File: src/include/fpadd_settings.svh
// Floating-point adder settings
`ifndef FPADD_SETTINGS_SVH
`define FPADD_SETTINGS_SVH

// Operand and field widths
`define FPADD_WIDTH 32
`define FPADD_EXP_W 8
`define FPADD_MAN_W 23

// Exponent bias and the saturated exponent
`define FPADD_EXP_BIAS 127
`define FPADD_EXP_MAX 255

// Output credits held after reset
`define FPADD_CREDITS 4

`endif

File: src/source/fpaddPkg.sv
// Floating-point adder types

package fpaddPkg;

    // Operation select
    typedef enum logic
    {
        opAdd = 1'b0,
        opSub = 1'b1
    } fpOpE;

    // Controller states
    typedef enum logic [1:0]
    {
        sIdle = 2'd0,
        sEmit = 2'd1,
        sHold = 2'd2
    } ctrlStateE;

endpackage

File: src/source/fpBus.sv
// Align to normalize stage bus

`timescale 1ns/1ps
`include "fpadd_settings.svh"

interface fpBus;
    // Aligned fields, hidden bit included
    logic [`FPADD_MAN_W:0]   alignedResult;
    logic                    carryOut;
    logic [`FPADD_EXP_W-1:0] exponentOut;
    logic                    alignedSign;
    logic                    guardBit;
    logic                    roundBit;
    logic                    stickyBit;

    // Normalized and rounded fields
    logic                    normalizedSign;
    logic [`FPADD_EXP_W-1:0] normalizedExponent;
    logic [`FPADD_MAN_W-1:0] normalizedMantissa;

    modport align (
        output alignedResult, carryOut, exponentOut, alignedSign,
        output guardBit, roundBit, stickyBit
    );

    modport normal (
        input  alignedResult, carryOut, exponentOut, alignedSign,
        input  guardBit, roundBit, stickyBit,
        output normalizedSign, normalizedExponent, normalizedMantissa
    );

    modport result (
        input  normalizedSign, normalizedExponent, normalizedMantissa
    );
endinterface

File: src/source/fpAlign.sv
// Operand align and mantissa add

`timescale 1ns/1ps
`include "fpadd_settings.svh"

module fpAlign
    import fpaddPkg::*;
(
    input  logic                    clk,
    input  logic                    rstN,
    input  logic                    alignLoad,
    input  fpOpE                    opCode,
    input  logic [`FPADD_WIDTH-1:0] operandA,
    input  logic [`FPADD_WIDTH-1:0] operandB,
    fpBus.align                     bus
);
    localparam int manW  = `FPADD_MAN_W + 1;
    localparam int extW  = manW + 3;
    localparam int wideW = 2 * manW + 3;

    logic [`FPADD_EXP_W-1:0] expA, expB, expBig, expSmall, expDiff;
    logic [manW-1:0]         manA, manB, manBig, manSmall;
    logic                    signA, signB, signBig;
    logic                    aIsBig, effSub;
    logic [wideW-1:0]        wideSmall;
    logic [extW-1:0]         extBig, extSmall, extDiff;
    logic [extW:0]           extSum;

    // Unpack, exponent zero counts as a zero operand
    assign expA  = operandA[`FPADD_WIDTH-2 -: `FPADD_EXP_W];
    assign expB  = operandB[`FPADD_WIDTH-2 -: `FPADD_EXP_W];
    assign manA  = (expA != '0) ? {1'b1, operandA[`FPADD_MAN_W-1:0]} : '0;
    assign manB  = (expB != '0) ? {1'b1, operandB[`FPADD_MAN_W-1:0]} : '0;
    assign signA = operandA[`FPADD_WIDTH-1];
    assign signB = operandB[`FPADD_WIDTH-1] ^ (opCode == opSub);

    // Larger magnitude goes first
    assign aIsBig   = {expA, manA} >= {expB, manB};
    assign expBig   = aIsBig ? expA : expB;
    assign expSmall = aIsBig ? expB : expA;
    assign manBig   = aIsBig ? manA : manB;
    assign manSmall = aIsBig ? manB : manA;
    assign signBig  = aIsBig ? signA : signB;
    assign expDiff  = expBig - expSmall;
    assign effSub   = signA ^ signB;

    // Right shift with guard, round and sticky
    always_comb
    begin
        wideSmall = {manSmall, {(wideW - manW){1'b0}}} >> expDiff;
        if (expDiff >= `FPADD_EXP_W'(extW - 1))
            extSmall = {{(extW - 1){1'b0}}, |manSmall};
        else
            extSmall = {wideSmall[wideW-1 -: extW-1], |wideSmall[wideW-extW:0]};
    end

    assign extBig  = {manBig, 3'b000};
    assign extSum  = {1'b0, extBig} + {1'b0, extSmall};
    assign extDiff = extBig - extSmall;

    always_ff @(posedge clk)
    begin
        if (!rstN)
        begin
            bus.alignedResult <= '0;
            bus.carryOut      <= 1'b0;
            bus.exponentOut   <= '0;
            bus.alignedSign   <= 1'b0;
            bus.guardBit      <= 1'b0;
            bus.roundBit      <= 1'b0;
            bus.stickyBit     <= 1'b0;
        end
        else if (alignLoad)
        begin
            bus.exponentOut <= expBig;
            bus.alignedSign <= signBig;
            if (effSub)
            begin
                // Larger minus smaller never borrows
                bus.carryOut <= 1'b0;
                {bus.alignedResult, bus.guardBit, bus.roundBit, bus.stickyBit} <= extDiff;
            end
            else
            begin
                {bus.carryOut, bus.alignedResult, bus.guardBit, bus.roundBit,
                 bus.stickyBit} <= extSum;
            end
        end
    end

    // Result exponent starts from the larger input exponent
    assert property (@(posedge clk) disable iff (!rstN)
        alignLoad |=> (bus.exponentOut >= $past(expA)) && (bus.exponentOut >= $past(expB)))
    else $error("fpAlign exponentOut below an input exponent");

endmodule

File: src/source/Normalize.sv
// Renormalize and round the sum

`timescale 1ns/1ps
`include "fpadd_settings.svh"

module Normalize (fpBus.normal bus);
    localparam int manW     = `FPADD_MAN_W + 1;
    localparam int extW     = manW + 3;
    localparam int expWideW = `FPADD_EXP_W + 2;

    logic [extW-1:0]            extIn, normExt;
    logic [4:0]                 shiftAmount;
    logic [manW-1:0]            manNorm;
    logic                       guard, round, sticky, roundUp;
    logic [manW:0]              manRounded;
    logic signed [expWideW-1:0] expNorm, expFinal;

    // Leading zeros over mantissa and rounding bits
    function automatic logic [4:0] countZeros(input logic [extW-1:0] value);
        logic [4:0] count;
        logic       found;
        count = '0;
        found = 1'b0;
        for (int i = extW - 1; i >= 0; i--)
        begin
            if (value[i])
                found = 1'b1;
            else if (!found)
                count = count + 5'd1;
        end
        return count;
    endfunction

    always_comb
    begin
        extIn       = {bus.alignedResult, bus.guardBit, bus.roundBit, bus.stickyBit};
        shiftAmount = countZeros(extIn);

        if (bus.carryOut)
        begin
            // Carry out, one place right and the lost bit joins the rounding bits
            normExt = {1'b1, bus.alignedResult, bus.guardBit, bus.roundBit | bus.stickyBit};
            expNorm = $signed({2'b00, bus.exponentOut}) + 10'sd1;
        end
        else
        begin
            normExt = extIn << shiftAmount;
            expNorm = $signed({2'b00, bus.exponentOut}) - $signed({5'b00000, shiftAmount});
        end

        manNorm = normExt[extW-1 -: manW];
        guard   = normExt[2];
        round   = normExt[1];
        sticky  = normExt[0];

        // Nearest even
        roundUp    = guard & (round | sticky | manNorm[0]);
        manRounded = {1'b0, manNorm} + (manW + 1)'(roundUp);
        expFinal   = expNorm + $signed({{(expWideW - 1){1'b0}}, manRounded[manW]});

        bus.normalizedSign = bus.alignedSign;
        if (!bus.carryOut && extIn == '0)
        begin
            // Exact cancellation gives plus zero
            bus.normalizedSign     = 1'b0;
            bus.normalizedExponent = '0;
            bus.normalizedMantissa = '0;
        end
        else if (expNorm < 1)
        begin
            // Underflow flushes to zero, sign kept
            bus.normalizedExponent = '0;
            bus.normalizedMantissa = '0;
        end
        else if (expFinal >= `FPADD_EXP_MAX)
        begin
            bus.normalizedExponent = `FPADD_EXP_W'(`FPADD_EXP_MAX);
            bus.normalizedMantissa = '0;
        end
        else
        begin
            bus.normalizedExponent = expFinal[`FPADD_EXP_W-1:0];
            // Rounding carry leaves an all-zero fraction here
            bus.normalizedMantissa = manRounded[`FPADD_MAN_W-1:0];
        end
    end

endmodule

File: src/source/fpCtrl.sv
// Operation and credit controller

`timescale 1ns/1ps

module fpCtrl
    import fpaddPkg::*;
(
    input  logic clk,
    input  logic rstN,
    input  logic opValid,
    output logic opReady,
    input  logic creditAvail,
    output logic alignLoad,
    output logic creditSpend,
    output logic resultValid
);
    ctrlStateE state, stateNext;

    // One operation in flight
    assign opReady     = (state == sIdle);
    assign alignLoad   = opValid && opReady;
    assign resultValid = ((state == sEmit) || (state == sHold)) && creditAvail;
    assign creditSpend = resultValid;

    always_comb
    begin
        stateNext = state;
        case (state)
            sIdle:
            begin
                if (alignLoad)
                    stateNext = sEmit;
            end
            sEmit:
            begin
                stateNext = creditAvail ? sIdle : sHold;
            end
            sHold:
            begin
                // Result waits here for a returned credit
                if (creditAvail)
                    stateNext = sIdle;
            end
            default:
            begin
                stateNext = sIdle;
            end
        endcase
    end

    always_ff @(posedge clk)
    begin
        if (!rstN)
            state <= sIdle;
        else
            state <= stateNext;
    end

    // A result is never issued from idle and always ends the operation
    assert property (@(posedge clk) disable iff (!rstN)
        resultValid |-> (state != sIdle) ##1 (state == sIdle))
    else $error("fpCtrl resultValid outside an operation in state %s", state.name());

endmodule

File: src/source/creditCounter.sv
// Output credit counter

`timescale 1ns/1ps
`include "fpadd_settings.svh"

module creditCounter (
    input  logic clk,
    input  logic rstN,
    input  logic creditReturn,
    input  logic creditSpend,
    output logic creditAvail
);
    localparam int countW = $clog2(`FPADD_CREDITS + 1);

    logic [countW-1:0] creditCount;

    always_ff @(posedge clk)
    begin
        if (!rstN)
            creditCount <= countW'(`FPADD_CREDITS);
        else if (creditSpend && !creditReturn)
            creditCount <= creditCount - 1'b1;
        else if (creditReturn && !creditSpend)
            creditCount <= creditCount + 1'b1;
    end

    assign creditAvail = (creditCount != '0);

    // Consumer returns no more than it granted
    assert property (@(posedge clk) disable iff (!rstN)
        creditCount <= countW'(`FPADD_CREDITS))
    else $error("creditCounter count above %0d", `FPADD_CREDITS);

    // Controller spends only credits it holds
    assert property (@(posedge clk) disable iff (!rstN)
        creditSpend |-> creditCount != '0)
    else $error("creditCounter spend with no credit");

endmodule

File: src/source/fpAddTop.sv
// Floating-point add/subtract unit

`timescale 1ns/1ps
`include "fpadd_settings.svh"

module fpAddTop
    import fpaddPkg::*;
(
    input  logic                    clk,
    input  logic                    rstN,
    input  logic                    opValid,
    output logic                    opReady,
    input  fpOpE                    opCode,
    input  logic [`FPADD_WIDTH-1:0] operandA,
    input  logic [`FPADD_WIDTH-1:0] operandB,
    output logic                    resultValid,
    output logic [`FPADD_WIDTH-1:0] result,
    input  logic                    creditReturn
);
    logic alignLoad;
    logic creditSpend;
    logic creditAvail;

    fpBus busInst ();

    fpCtrl ctrlInst (
        .clk         (clk),
        .rstN        (rstN),
        .opValid     (opValid),
        .opReady     (opReady),
        .creditAvail (creditAvail),
        .alignLoad   (alignLoad),
        .creditSpend (creditSpend),
        .resultValid (resultValid)
    );

    creditCounter creditInst (
        .clk          (clk),
        .rstN         (rstN),
        .creditReturn (creditReturn),
        .creditSpend  (creditSpend),
        .creditAvail  (creditAvail)
    );

    fpAlign alignInst (
        .clk       (clk),
        .rstN      (rstN),
        .alignLoad (alignLoad),
        .opCode    (opCode),
        .operandA  (operandA),
        .operandB  (operandB),
        .bus       (busInst.align)
    );

    Normalize normInst (
        .bus (busInst.normal)
    );

    // Packed binary32 result
    assign result = {busInst.normalizedSign, busInst.normalizedExponent,
                     busInst.normalizedMantissa};

endmodule

File: config.mk
export PLATFORM = sky130hd
export DESIGN_NAME = fpAddTop
export DESIGN_NICKNAME = d
export VERILOG_FILES = /design/src/source/fpaddPkg.sv /design/src/source/fpBus.sv /design/src/source/fpAlign.sv /design/src/source/Normalize.sv /design/src/source/fpCtrl.sv /design/src/source/creditCounter.sv /design/src/source/fpAddTop.sv
export VERILOG_INCLUDE_DIRS = /design/src /design/src/include
export SDC_FILE = /design/constraint.sdc
export NUM_CORES = 1
export LEC_CHECK = 0
export ABC_AREA = 1
export BUFFER_PORTS_ARGS = -buffer_cell sky130_fd_sc_hd__buf_2
export CORE_MARGIN = 5
export CORE_UTILIZATION = 55
export CTS_CLUSTER_SIZE = 25
export DETAILED_ROUTE_END_ITERATION = 8
export GPL_ROUTABILITY_DRIVEN = 0
export PLACE_DENSITY_LB_ADDON = 0.12
export SLEW_MARGIN = 20
export SYNTH_ARGS = -nofsm -noshare
export SYNTH_HDL_FRONTEND = slang
export SYNTH_SLANG_ARGS = --single-unit
export TNS_END_PERCENT = 5
File: constraint.sdc
create_clock -name clk -period 21.7 [get_ports clk]
set_input_delay 2.17 -clock clk [delete_from_list [all_inputs] [get_ports clk]]
set_output_delay 2.17 -clock clk [all_outputs]
set_load 0.02 [all_outputs]
==> summary.txt, run 1 <==
Outcome
  • Run status: complete, no violations

Yosys
  • Predominant post-synthesis flop cell: dfxtp_1
  • Mux share of post-synthesis cell area: 0.0724%
  • Sequential fraction of the synthesis area: 6.08%
  • Compound-Gate Fraction of Synth Area: 18.4%
  • Post-Synth Adder-Cell Area: 11.2%
  • Number of synthesized flops with an enable pin: 0
  • Ys Warns: 0
  • Count leader, synth: nand2_1
  • Ys async rst share: 0%
  • Mapped Avg Cell Area: 5.24 um^2
  • Simple-gate share of the synthesized area: 48.0%
  • Yosys reg bits: 42
  • Dominant cells by area after synthesis: nand2_1 (24%), ha_1 (11%), inv_1 (9.8%)
  • Largest family of logic cells by synthesized area: simple AND/OR/NAND/NOR gates
  • Synth top area share: 23.5%
  • Mapped Area: 13,800 um^2
  • Post-synth top cells: nand2_1 (867), inv_1 (360), nand3_1 (235), nor2_1 (227), o21ai_0 (177)
  • Post-synthesis xor/xnor area fraction: 2.15%
  • Post-synth cell types: 62
  • Post-Syn Nets: 2,830
  • Post-Synthesis Cells: 2,639
  • Synth area leader: nand2_1

Die
  • Die W: 169 um
  • I/O pins: 103
  • CORE AREA: 25,000 um^2
  • Die ar.: 28,400 um^2
  • Die H: 169 um
  • Initial core utilization: 55.4%
  • Site Rows: 58

Timing
  • Slew headroom: 35.8%
  • Final Hold Viols: 0
  • Fin crit share: 92.1%
  • Final Max Slew Viols: 0
  • Actual slew at the worst max-slew pin: 0.954 ns
  • Min Tclk post-route: 20.00 ns
  • Setup Skew: 0.00260 ns
  • RSZ-0062 raised after global routing: no
  • Max Clock Freq: 0.0500 GHz
  • Fin Setup TNS: 0 ns
  • Endpoints failing setup: 0
  • Final worst setup slack: 1.70 ns

Hold path
  • Hold Crit Class: reg2reg

GRT
  • Global-route wire length before repair: 73.3 mm
  • Overflow after GRT: 0
  • Largest net degree at the start of global routing: 66
  • Antenna violations before repair: 0
  • Vias in the first global route: 15,900
  • Total GRT Usage: 30.4%

Finish
  • Area Growth Syn to Fin: 5.83%
  • Final nets: 2,869
  • Finished Cell Area: 14,600 um^2
  • Layout cells sized above 1: 9.33%
  • N_diodes: 0
  • Fin cells: 3,009

Clock network
  • Htree depth: 2
  • Worst-Skew Late Latency: 0.29 ns
  • Num Clock Sinks: 42
  • Cts bufs inserted: 5
  • CTS tree: yes
  • Clock transition at the registers of the reported paths: 0.06 ns
  • CTS max path bufs: 2
  • Clock Tree Root: clkbuf_16

Placement
  • DP HPWL: 37.0 mm
  • Area after DPL: 14,400 um^2
  • I/O Buffers: 102
  • Placed cell count: 3,001
  • Place WS: 1.61 ns

Pwr
  • Switch Pwr: 1.18 mW
  • PwrDens: 126 nW/um^2
  • Max VDD drop: 107 uV
  • Leak: 7.95 nW
  • Gate power share: 88.7%
  • Power share of the clock group: 5.4%
  • Flop pwr share: 5.8%
  • Internal power: 0.661 mW
  • Switching Share: 64.1%

Routing
  • Post-route DRC: 0
  • Final WL: 44.1 mm
  • Detail Route Antenna Nets: 0
  • Via count of the routed design: 16,900
  • Pre-antenna DRT Iters: 6
  • Initial DRC count: 1,259
  • Vias per inst: 5.61
  • Routed wire per std cell: 14.7 um

Worst setup path
  • Crit path launch type: flip-flop
  • Crit. End Element: output port
  • Worst endpoint required time: 19.53 ns
  • Critical path type: reg2out
  • Critical Path AT: 17.83 ns
  • Most frequent CP cell: nand2_1
  • Slowest cell on crit path: dfxtp_1
  • CP max stage delay: 0.42 ns
  • Worst Path Max Fanout: 30

Run
  • MaxCap Viol Count: 0
==> layout by cell type, fill, tap and decap left out, types with 5 or more instances in the layout <==
cell         n
o21bai_1    11
nand3_1    234
nor2_4      24
o22ai_1     11
xor2_1      28
o21ai_0    177
o31ai_1      5
nand4_1     41
nand3_2     11
nor2_2      10
nor2_1     226
a21oi_1    133
xnor2_1      5
ha_1       119
dfxtp_1     42
nand2_2     30
inv_1      360
nand2_1    867
buf_2      102
nand3b_1     7
o21a_1      17
o211ai_1    34
buf_4       13
clkbuf_16    5
nor3_1      24
nor4_1       9
clkinv_1    14
nand2_4      8
inv_2       24
a31oi_1     10
o21ai_1     20
==> layer usage <==
layer / routed length, um / part of all wire (%) / vias up / GRT usage, %
li1: - / - / 8627 / -
met1: 18000 / 41 / 7422 / 35.6
met2: 19900 / 45 / 647 / 51.8
met3: 2530 / 5.7 / 175 / 2.90
met4: 3730 / 8.5 / 0 / 21.8
met5: 0 / 0 / - / 0
==> cell families after synthesis <==
group                      count (synthesis)
and+or+nand+nor                         1507
buffers and inverters                    485
AOI/OAI and AO/OA                        448
adders and majority gates                122
DFF                                       42
xor gates and xnor gates                  34
muxes                                      1
==> metrics by stage <==
step	total power, mW	hold slack [ns]	utilization, %
2_1_floorplan	1.38	0.444	-
3_3_place_gp	1.68	0.458	57.8
3_5_place_dp	1.71	0.465	57.8
4_1_cts	1.82	0.475	58.6
5_1_grt	2.06	0.504	58.6
6_report	1.84	0.475	58.6
==> power by group through the flow <==
stage | clock, mW | sequential, mW | combinational (mW)
6_report | 0.0999 | 0.108 | 1.63
5_1_grt | 0.104 | 0.109 | 1.85
4_1_cts | 0.101 | 0.107 | 1.61
3_5_place_dp | 0 | 0.109 | 1.60
3_3_place_gp | 0 | 0.108 | 1.57
2_1_floorplan | 0 | 0.102 | 1.28
==> sequential cells by signal, indices dropped and copies added, names as in the netlist <==
name / cells
alignInst.bus.alignedSign: 1
ctrlInst.state: 2
alignInst.bus.roundBit: 1
creditInst.creditCount: 3
alignInst.bus.stickyBit: 1
alignInst.bus.guardBit: 1
alignInst.bus.exponentOut: 8
alignInst.bus.alignedResult: 24
alignInst.bus.carryOut: 1
==> cell type report <==
| class | count | area (um^2) |
|---|---|---|
| Timing Repair Buffer | 115 | 608 |
| Multi-Input combinational cell | 2112 | 11100 |
| Tap cell | 330 | 413 |
| Clock inverter | 3 | 68.8 |
| Fill cell | 2730 | 10300 |
| Inverter | 402 | 1520 |
| Clock buffer | 5 | 125 |
| Sequential cell | 42 | 841 |
==> critical path, delay by kind of cell, from the launching register on <==
kind | cells | cell delay (ns)
compound gates | 20 | 3.06
xor+xnor | 1 | 0.17
simple gates | 46 | 4.88
buf+inv | 14 | 1.66
fa+ha+maj | 27 | 7.34
flops | 1 | 0.42
==> path summary, 6_finish.rpt <==
kind	startpoint	endpoint	slack [ns]	cells past startpoint
hold / removal	alignInst.bus.alignedSign	alignInst.bus.alignedSign	0.48	2
hold reg to reg	alignInst.bus.alignedSign	alignInst.bus.alignedSign	0.48	2
setup / recovery	alignInst.bus.alignedResult[23]	result[12]	1.70	108
setup reg to reg	ctrlInst.state[0]	alignInst.bus.alignedResult[1]	19.45	9
==> timing repair <==
item | CTS | global route
hold buffers | 0 | 0
endpoints found under the setup margin | 0 | 23
setup buffers | 0 | 0
endpoints found under the hold margin | 0 | 0
resized for setup | 0 | 2
Power figures use the tool's default switching activity.
==> inputs of run 2 (changes only) <==
--- a/config.mk
+++ b/config.mk
@@ -7,6 +7,7 @@
 export NUM_CORES = 1
 export LEC_CHECK = 0
 export ABC_AREA = 1
+export ABC_CLOCK_PERIOD_IN_PS = 21700
 export BUFFER_PORTS_ARGS = -buffer_cell sky130_fd_sc_hd__buf_2
 export CORE_MARGIN = 5
 export CORE_UTILIZATION = 55
@@ -17,5 +18,6 @@
 export SLEW_MARGIN = 20
 export SYNTH_ARGS = -nofsm -noshare
 export SYNTH_HDL_FRONTEND = slang
+export SYNTH_HIERARCHICAL = 1
 export SYNTH_SLANG_ARGS = --single-unit
 export TNS_END_PERCENT = 5
==> run 2 against run 1 <==
  * Sequential cell count unchanged
  * Sequential share of layout area down 0.37 points
  * Die area up 7.7%
  * Count of clock-buffer cells in the layout unchanged
  * Sequential power up 10%
  * Final cell count up 5.7%
  * Maximum frequency up 2.2%
  * Clock power down 23%
  * Wire length up 6.4%
  * Register-to-register slack worse by 0.20 ns
  * Critical path depth up 1
  * Critical endpoint is now result[9]
==> summary.txt, run 2 <==
Outcome
  • Run status: complete, no violations

Finish
  • FF+latch area: 841 um^2
  • N_diodes: 0
  • Commonest cells after routing, fill and taps aside: nand2_1 (851), inv_1 (394), nand3_1 (321)
  • Fill count: 2,877
  • Final nets: 3,029
  • Area Growth Syn to Fin: 4.44%
  • Layout cells sized above 1: 10.9%
  • Commonest non-fill, non-tap cell in the layout: nand2_1
  • Max reg flops: 24
  • Regs by FF count: alignInst/bus.alignedResult x24, alignInst/bus.exponentOut x8, creditInst/creditCount x3
  • Area of the multi-input gates: 12,000 um^2
  • Biggest register: alignInst/bus.alignedResult
  • Finished Cell Area: 15,600 um^2
  • Final core occ: 58.2%

GRT
  • Overflow after GRT: 0
  • Global-route wire length before repair: 78.2 mm
  • Antenna violations before repair: 0
  • Vias in the first global route: 16,800
  • Total GRT Usage: 29.9%
  • Largest net degree at the start of global routing: 79

Run
  • MaxCap Viol Count: 0

Yosys
  • Synth area leader: nand2_1
  • Post-synth cell types: 76
  • Ys async rst share: 0%
  • Predominant post-synthesis flop cell: dfxtp_1
  • Count leader, synth: nand2_1
  • Mapped Avg Cell Area: 5.33 um^2
  • Dominant cells by area after synthesis: nand2_1 (21%), nand3_1 (11%), inv_1 (9.9%)
  • Number of synthesized flops with an enable pin: 0
  • Mapped Area: 15,000 um^2
  • Yosys reg bits: 42
  • Post-Synthesis Cells: 2,809
  • Synth top area share: 21.3%
  • Ys Warns: 6
  • Post-Syn Nets: 2,999
  • Sequential fraction of the synthesis area: 5.62%
  • Post-synth top cells: nand2_1 (851), inv_1 (395), nand3_1 (321), nor2_1 (245), o21ai_0 (165)

Timing
  • Min Tclk post-route: 19.56 ns
  • Slew headroom: 38.3%
  • Final Hold Viols: 0
  • Actual slew at the worst max-slew pin: 0.921 ns
  • Endpoints failing setup: 0
  • Setup Skew: 0.00599 ns
  • Fin Setup TNS: 0 ns
  • Final worst setup slack: 2.14 ns
  • Final Max Slew Viols: 0
  • RSZ-0062 raised after global routing: no
  • Max Clock Freq: 0.0511 GHz
  • Fin crit share: 90.1%

Die
  • Die W: 175 um
  • Site Rows: 60
  • Initial core utilization: 55.7%
  • I/O pins: 103
  • CORE AREA: 26,900 um^2
  • Die ar.: 30,600 um^2
  • Die H: 175 um

Placement
  • DP HPWL: 39.6 mm
  • I/O Buffers: 102
  • Place WS: 2.69 ns
  • Area after DPL: 15,500 um^2

Worst setup path
  • Critical path type: reg2out
  • Worst endpoint required time: 19.53 ns
  • Critical Path AT: 17.39 ns
  • Crit path launch type: flip-flop
  • CP max stage delay: 0.74 ns
  • Crit. End Element: output port
  • Slowest cell on crit path: nor2_1
  • Worst Path Max Fanout: 28
  • Most frequent CP cell: nand2_1
  • Cell depth of the worst flop-to-flop path: 9

Routing
  • Pre-antenna DRT Iters: 6
  • Via count of the routed design: 17,900
  • Initial DRC count: 1,235
  • Post-route DRC: 0
  • Vias per inst: 5.61
  • Routed wire per std cell: 14.7 um
  • Detail Route Antenna Nets: 0
  • Final WL: 46.9 mm

Clock network
  • Num Clock Sinks: 42
  • Clock transition at the registers of the reported paths: 0.07 ns
  • Cts bufs inserted: 5
  • Clock Tree Root: clkbuf_16
  • Htree depth: 2
  • Setup bufs post-CTS: 0
  • CTS tree: yes
  • CTS max path bufs: 2
  • CTS Hold Bufs: 0
  • Worst-Skew Late Latency: 0.29 ns
  • Post_cts resized: 0

Pwr
  • PwrDens: 136 nW/um^2
  • Max VDD drop: 96.5 uV
  • Pwr Total: 2.12 mW
  • Leak: 8.52 nW

Hold path
  • Hold Crit Class: reg2reg
  • Min-Delay Path Depth: 2
==> run 2: cell types whose count changed after synthesis, sizes merged, moves of 6 or more <==
cell	previous run	this run
o211ai	35	16
inv	388	431
clkinv	14	5
nand3	249	347
nand4	42	54
a21oi	134	128
clkbuf	58	43
nand3b	7	14
o21ai	199	207
buf	25	46
nor3	24	35
nor2	262	284
==> run 2: layout make-up <==
cell class | instances | area share, %
clock buffers | 5 | 0.800
clock inverters | 3 | 0.168
inverters | 436 | 10.6
multi-input cells | 2241 | 76.5
flip-flops and latches | 42 | 5.38
well taps | 341 | 2.73
repair buffers | 113 | 3.79
==> run 2: through the flow <==
step | hold slack, ns | cells
after floorplan | 0.445 | 2809
after global placement | 0.461 | 3173
after detailed placement | 0.470 | 3173
after CTS | 0.481 | 3181
after global routing | 0.511 | 3181
final | 0.480 | 3181
==> run 2: critical path: cells and delay by family, from the launching register on <==
kind	cells	cell delay (ns)
xor+xnor	4	0.66
simple gates	52	6.66
fa+ha+maj	17	4.38
compound gates	22	3.60
flops	1	0.43
buf+inv	14	1.36
==> run 2: cell families after synthesis <==
family / synth area share, %
and+or+nand+nor: 51.1
DFF: 5.62
adders and majority gates: 10.3
AOI/OAI and AO/OA: 16.3
muxes: 0.0669
xor gates and xnor gates: 2.06
buffers and inverters: 14.5
==> run 2: worst paths after layout <==
path / from / endpoint / slack (ns)
setup / recovery: alignInst/bus.alignedResult[22] / result[9] / 2.14
hold / removal: alignInst/bus.alignedSign / alignInst/bus.alignedSign / 0.48
setup reg to reg: ctrlInst/state[0] / alignInst/bus.exponentOut[7] / 19.25
hold reg to reg: alignInst/bus.alignedSign / alignInst/bus.alignedSign / 0.48
==> run 2: where the power goes <==
group | leakage (nW) | internal, mW | switching (mW) | total (mW)
combinational | 8.10 | 0.578 | 1.35 | 1.92
clock | 0.0752 | 0.0438 | 0.0332 | 0.0771
sequential | 0.347 | 0.0903 | 0.0289 | 0.119
==> run 2: routing by layer <==
metal / global-route usage, % / up-vias / wire (um)
li1: - / 9169 / -
met1: 33.2 / 7874 / 18200
met2: 54.5 / 631 / 22700
met3: 2.19 / 186 / 2530
met4: 20.1 / 0 / 3520
met5: 0 / - / 0
==> inputs of run 3 (changes only) <==
--- a/config.mk
+++ b/config.mk
@@ -14,10 +14,11 @@
 export CTS_CLUSTER_SIZE = 25
 export DETAILED_ROUTE_END_ITERATION = 8
 export GPL_ROUTABILITY_DRIVEN = 0
+export GPL_TIMING_DRIVEN = 0
 export PLACE_DENSITY_LB_ADDON = 0.12
+export RECOVER_POWER = 25
 export SLEW_MARGIN = 20
 export SYNTH_ARGS = -nofsm -noshare
 export SYNTH_HDL_FRONTEND = slang
 export SYNTH_HIERARCHICAL = 1
 export SYNTH_SLANG_ARGS = --single-unit
-export TNS_END_PERCENT = 5
==> run 3 against run 2 <==
  * Via count grew 4.8%
  * Core utilization grew 1.4 points
  * Sequential share of layout area shrank 0.12 points
  * Final area grew 2.4%
  * Register-to-register slack lost 0.15 ns
  * Critical endpoint is now result[4]
  * First-iteration DRC count grew 34%
  * Clock skew grew 0.0018 ns
  * Critical path depth grew 1
  * Combinational power grew 5%
  * Sequential power is essentially flat
  * Largest cell class unchanged
  * Count of clock-buffer cells in the layout is the same
==> summary.txt, run 3 (synthesized netlist as in run 2, its figures left out) <==
Outcome
  • Run status: complete, no violations

Placement
  • Area after DPL: 15,900 um^2
  • DP HPWL: 43.7 mm
  • I/O Buffers: 102

Worst setup path
  • Most frequent CP cell: nand2_1
  • CP max stage delay: 0.47 ns
  • Worst Path Max Fanout: 10
  • Critical Path AT: 17.37 ns
  • Crit. End Element: output port
  • Critical path type: reg2out
  • Crit path launch type: flip-flop
  • Slowest cell on crit path: nor2_1
  • Worst endpoint required time: 19.53 ns

Timing
  • Setup Skew: 0.00783 ns
  • Fin Setup TNS: 0 ns
  • Max Clock Freq: 0.0512 GHz
  • Final Hold Viols: 0
  • Min Tclk post-route: 19.54 ns
  • Endpoints failing setup: 0
  • Slew headroom: 41.3%
  • RSZ-0062 raised after global routing: no
  • Final Max Slew Viols: 0
  • Actual slew at the worst max-slew pin: 0.880 ns
  • Fin crit share: 90.0%

Die
  • Site Rows: 60
  • Die H: 175 um
  • I/O pins: 103
  • Initial core utilization: 55.7%
  • Die W: 175 um
  • Die ar.: 30,600 um^2
  • CORE AREA: 26,900 um^2

Clock network
  • Clock transition at the registers of the reported paths: 0.07 ns
  • CTS max path bufs: 2
  • Post_cts resized: 0
  • Worst-Skew Late Latency: 0.29 ns
  • Cts bufs inserted: 5
  • Num Clock Sinks: 42
  • Clock Tree Root: clkbuf_16
  • CTS tree: yes
  • CTS Hold Bufs: 0
  • Htree depth: 2
  • Setup bufs post-CTS: 0

Finish
  • Max reg flops: 24
  • Regs by FF count: alignInst/bus.alignedResult x24, alignInst/bus.exponentOut x8, creditInst/creditCount x3
  • Final nets: 3,108
  • Final core occ: 59.5%
  • N_diodes: 0
  • Fill count: 2,852
  • Commonest non-fill, non-tap cell in the layout: nand2_1
  • Area Growth Syn to Fin: 6.90%
  • Finished Cell Area: 16,000 um^2
  • Layout cells sized above 1: 11.2%
  • Biggest register: alignInst/bus.alignedResult
  • Commonest cells after routing, fill and taps aside: nand2_1 (858), inv_1 (396), nand3_1 (321)

Routing
  • Pre-antenna DRT Iters: 9
  • Post-route DRC: 0
  • Vias per inst: 5.74
  • Via count of the routed design: 18,700
  • Detail Route Antenna Nets: 0
  • Initial DRC count: 1,658
  • Final WL: 51.7 mm
  • Routed wire per std cell: 15.9 um

Pwr
  • Pwr Total: 2.21 mW
  • Leak: 8.71 nW
  • PwrDens: 138 nW/um^2
  • Max VDD drop: 100 uV

GRT
  • Global-route wire length before repair: 83.7 mm
  • Overflow after GRT: 0
  • Total GRT Usage: 32.5%
  • Largest net degree at the start of global routing: 15
  • Antenna violations before repair: 0
  • Vias in the first global route: 17,000

Run
  • MaxCap Viol Count: 0

Hold path
  • Hold Crit Class: reg2reg
==> run 3: routing by layer <==
layer / part of all wire [%] / track usage, %
met5: 0 / 0
met4: 7.9 / 21.6
met3: 8.8 / 4.80
met2: 43 / 52.9
met1: 40 / 39.9
==> run 3: where the power goes <==
group / internal, mW / switching [mW] / leakage, nW
logic: 0.621 / 1.39 / 8.29
registers: 0.0903 / 0.0276 / 0.347
clock network: 0.0428 / 0.0356 / 0.0740
==> run 3: final cells by class <==
type | instances | area, um^2 | area share [%]
Buffer | 90 | 505 | 3.16
Clock buffer | 5 | 125 | 0.782
Clock inverter | 3 | 18.8 | 0.117
Inverter | 436 | 1660 | 10.4
Multi-Input combinational cell | 2241 | 11900 | 74.5
Sequential cell | 42 | 841 | 5.25
Tap cell | 341 | 427 | 2.67
Timing Repair Buffer | 102 | 507 | 3.17
==> run 3: per-stage QoR <==
step,hold slack [ns],instances,setup slack (ns)
2_1_floorplan,0.445,2809,4.97
3_3_place_gp,0.458,3252,3.16
3_5_place_dp,0.458,3252,2.81
4_1_cts,0.467,3260,2.41
5_1_grt,0.516,3260,0.428
6_report,0.469,3260,2.16
==> run 3: final timing paths <==
kind | start | end | slack, ns | cells past startpoint
setup / recovery | alignInst/bus.alignedResult[22] | result[4] | 2.16 | 110
hold / removal | alignInst/bus.alignedSign | alignInst/bus.alignedSign | 0.47 | 2
setup reg to reg | ctrlInst/state[0] | alignInst/bus.exponentOut[1] | 19.10 | 8
hold reg to reg | alignInst/bus.alignedSign | alignInst/bus.alignedSign | 0.47 | 2
==> run 3: worst max-delay path, delay by kind of cell, from the launching register on <==
family,cells,cell delay [ns]
simple gates,53,6.58
fa+ha+maj,17,4.37
compound gates,21,3.52
buf+inv,15,1.54
xor+xnor,4,0.67
flops,1,0.46
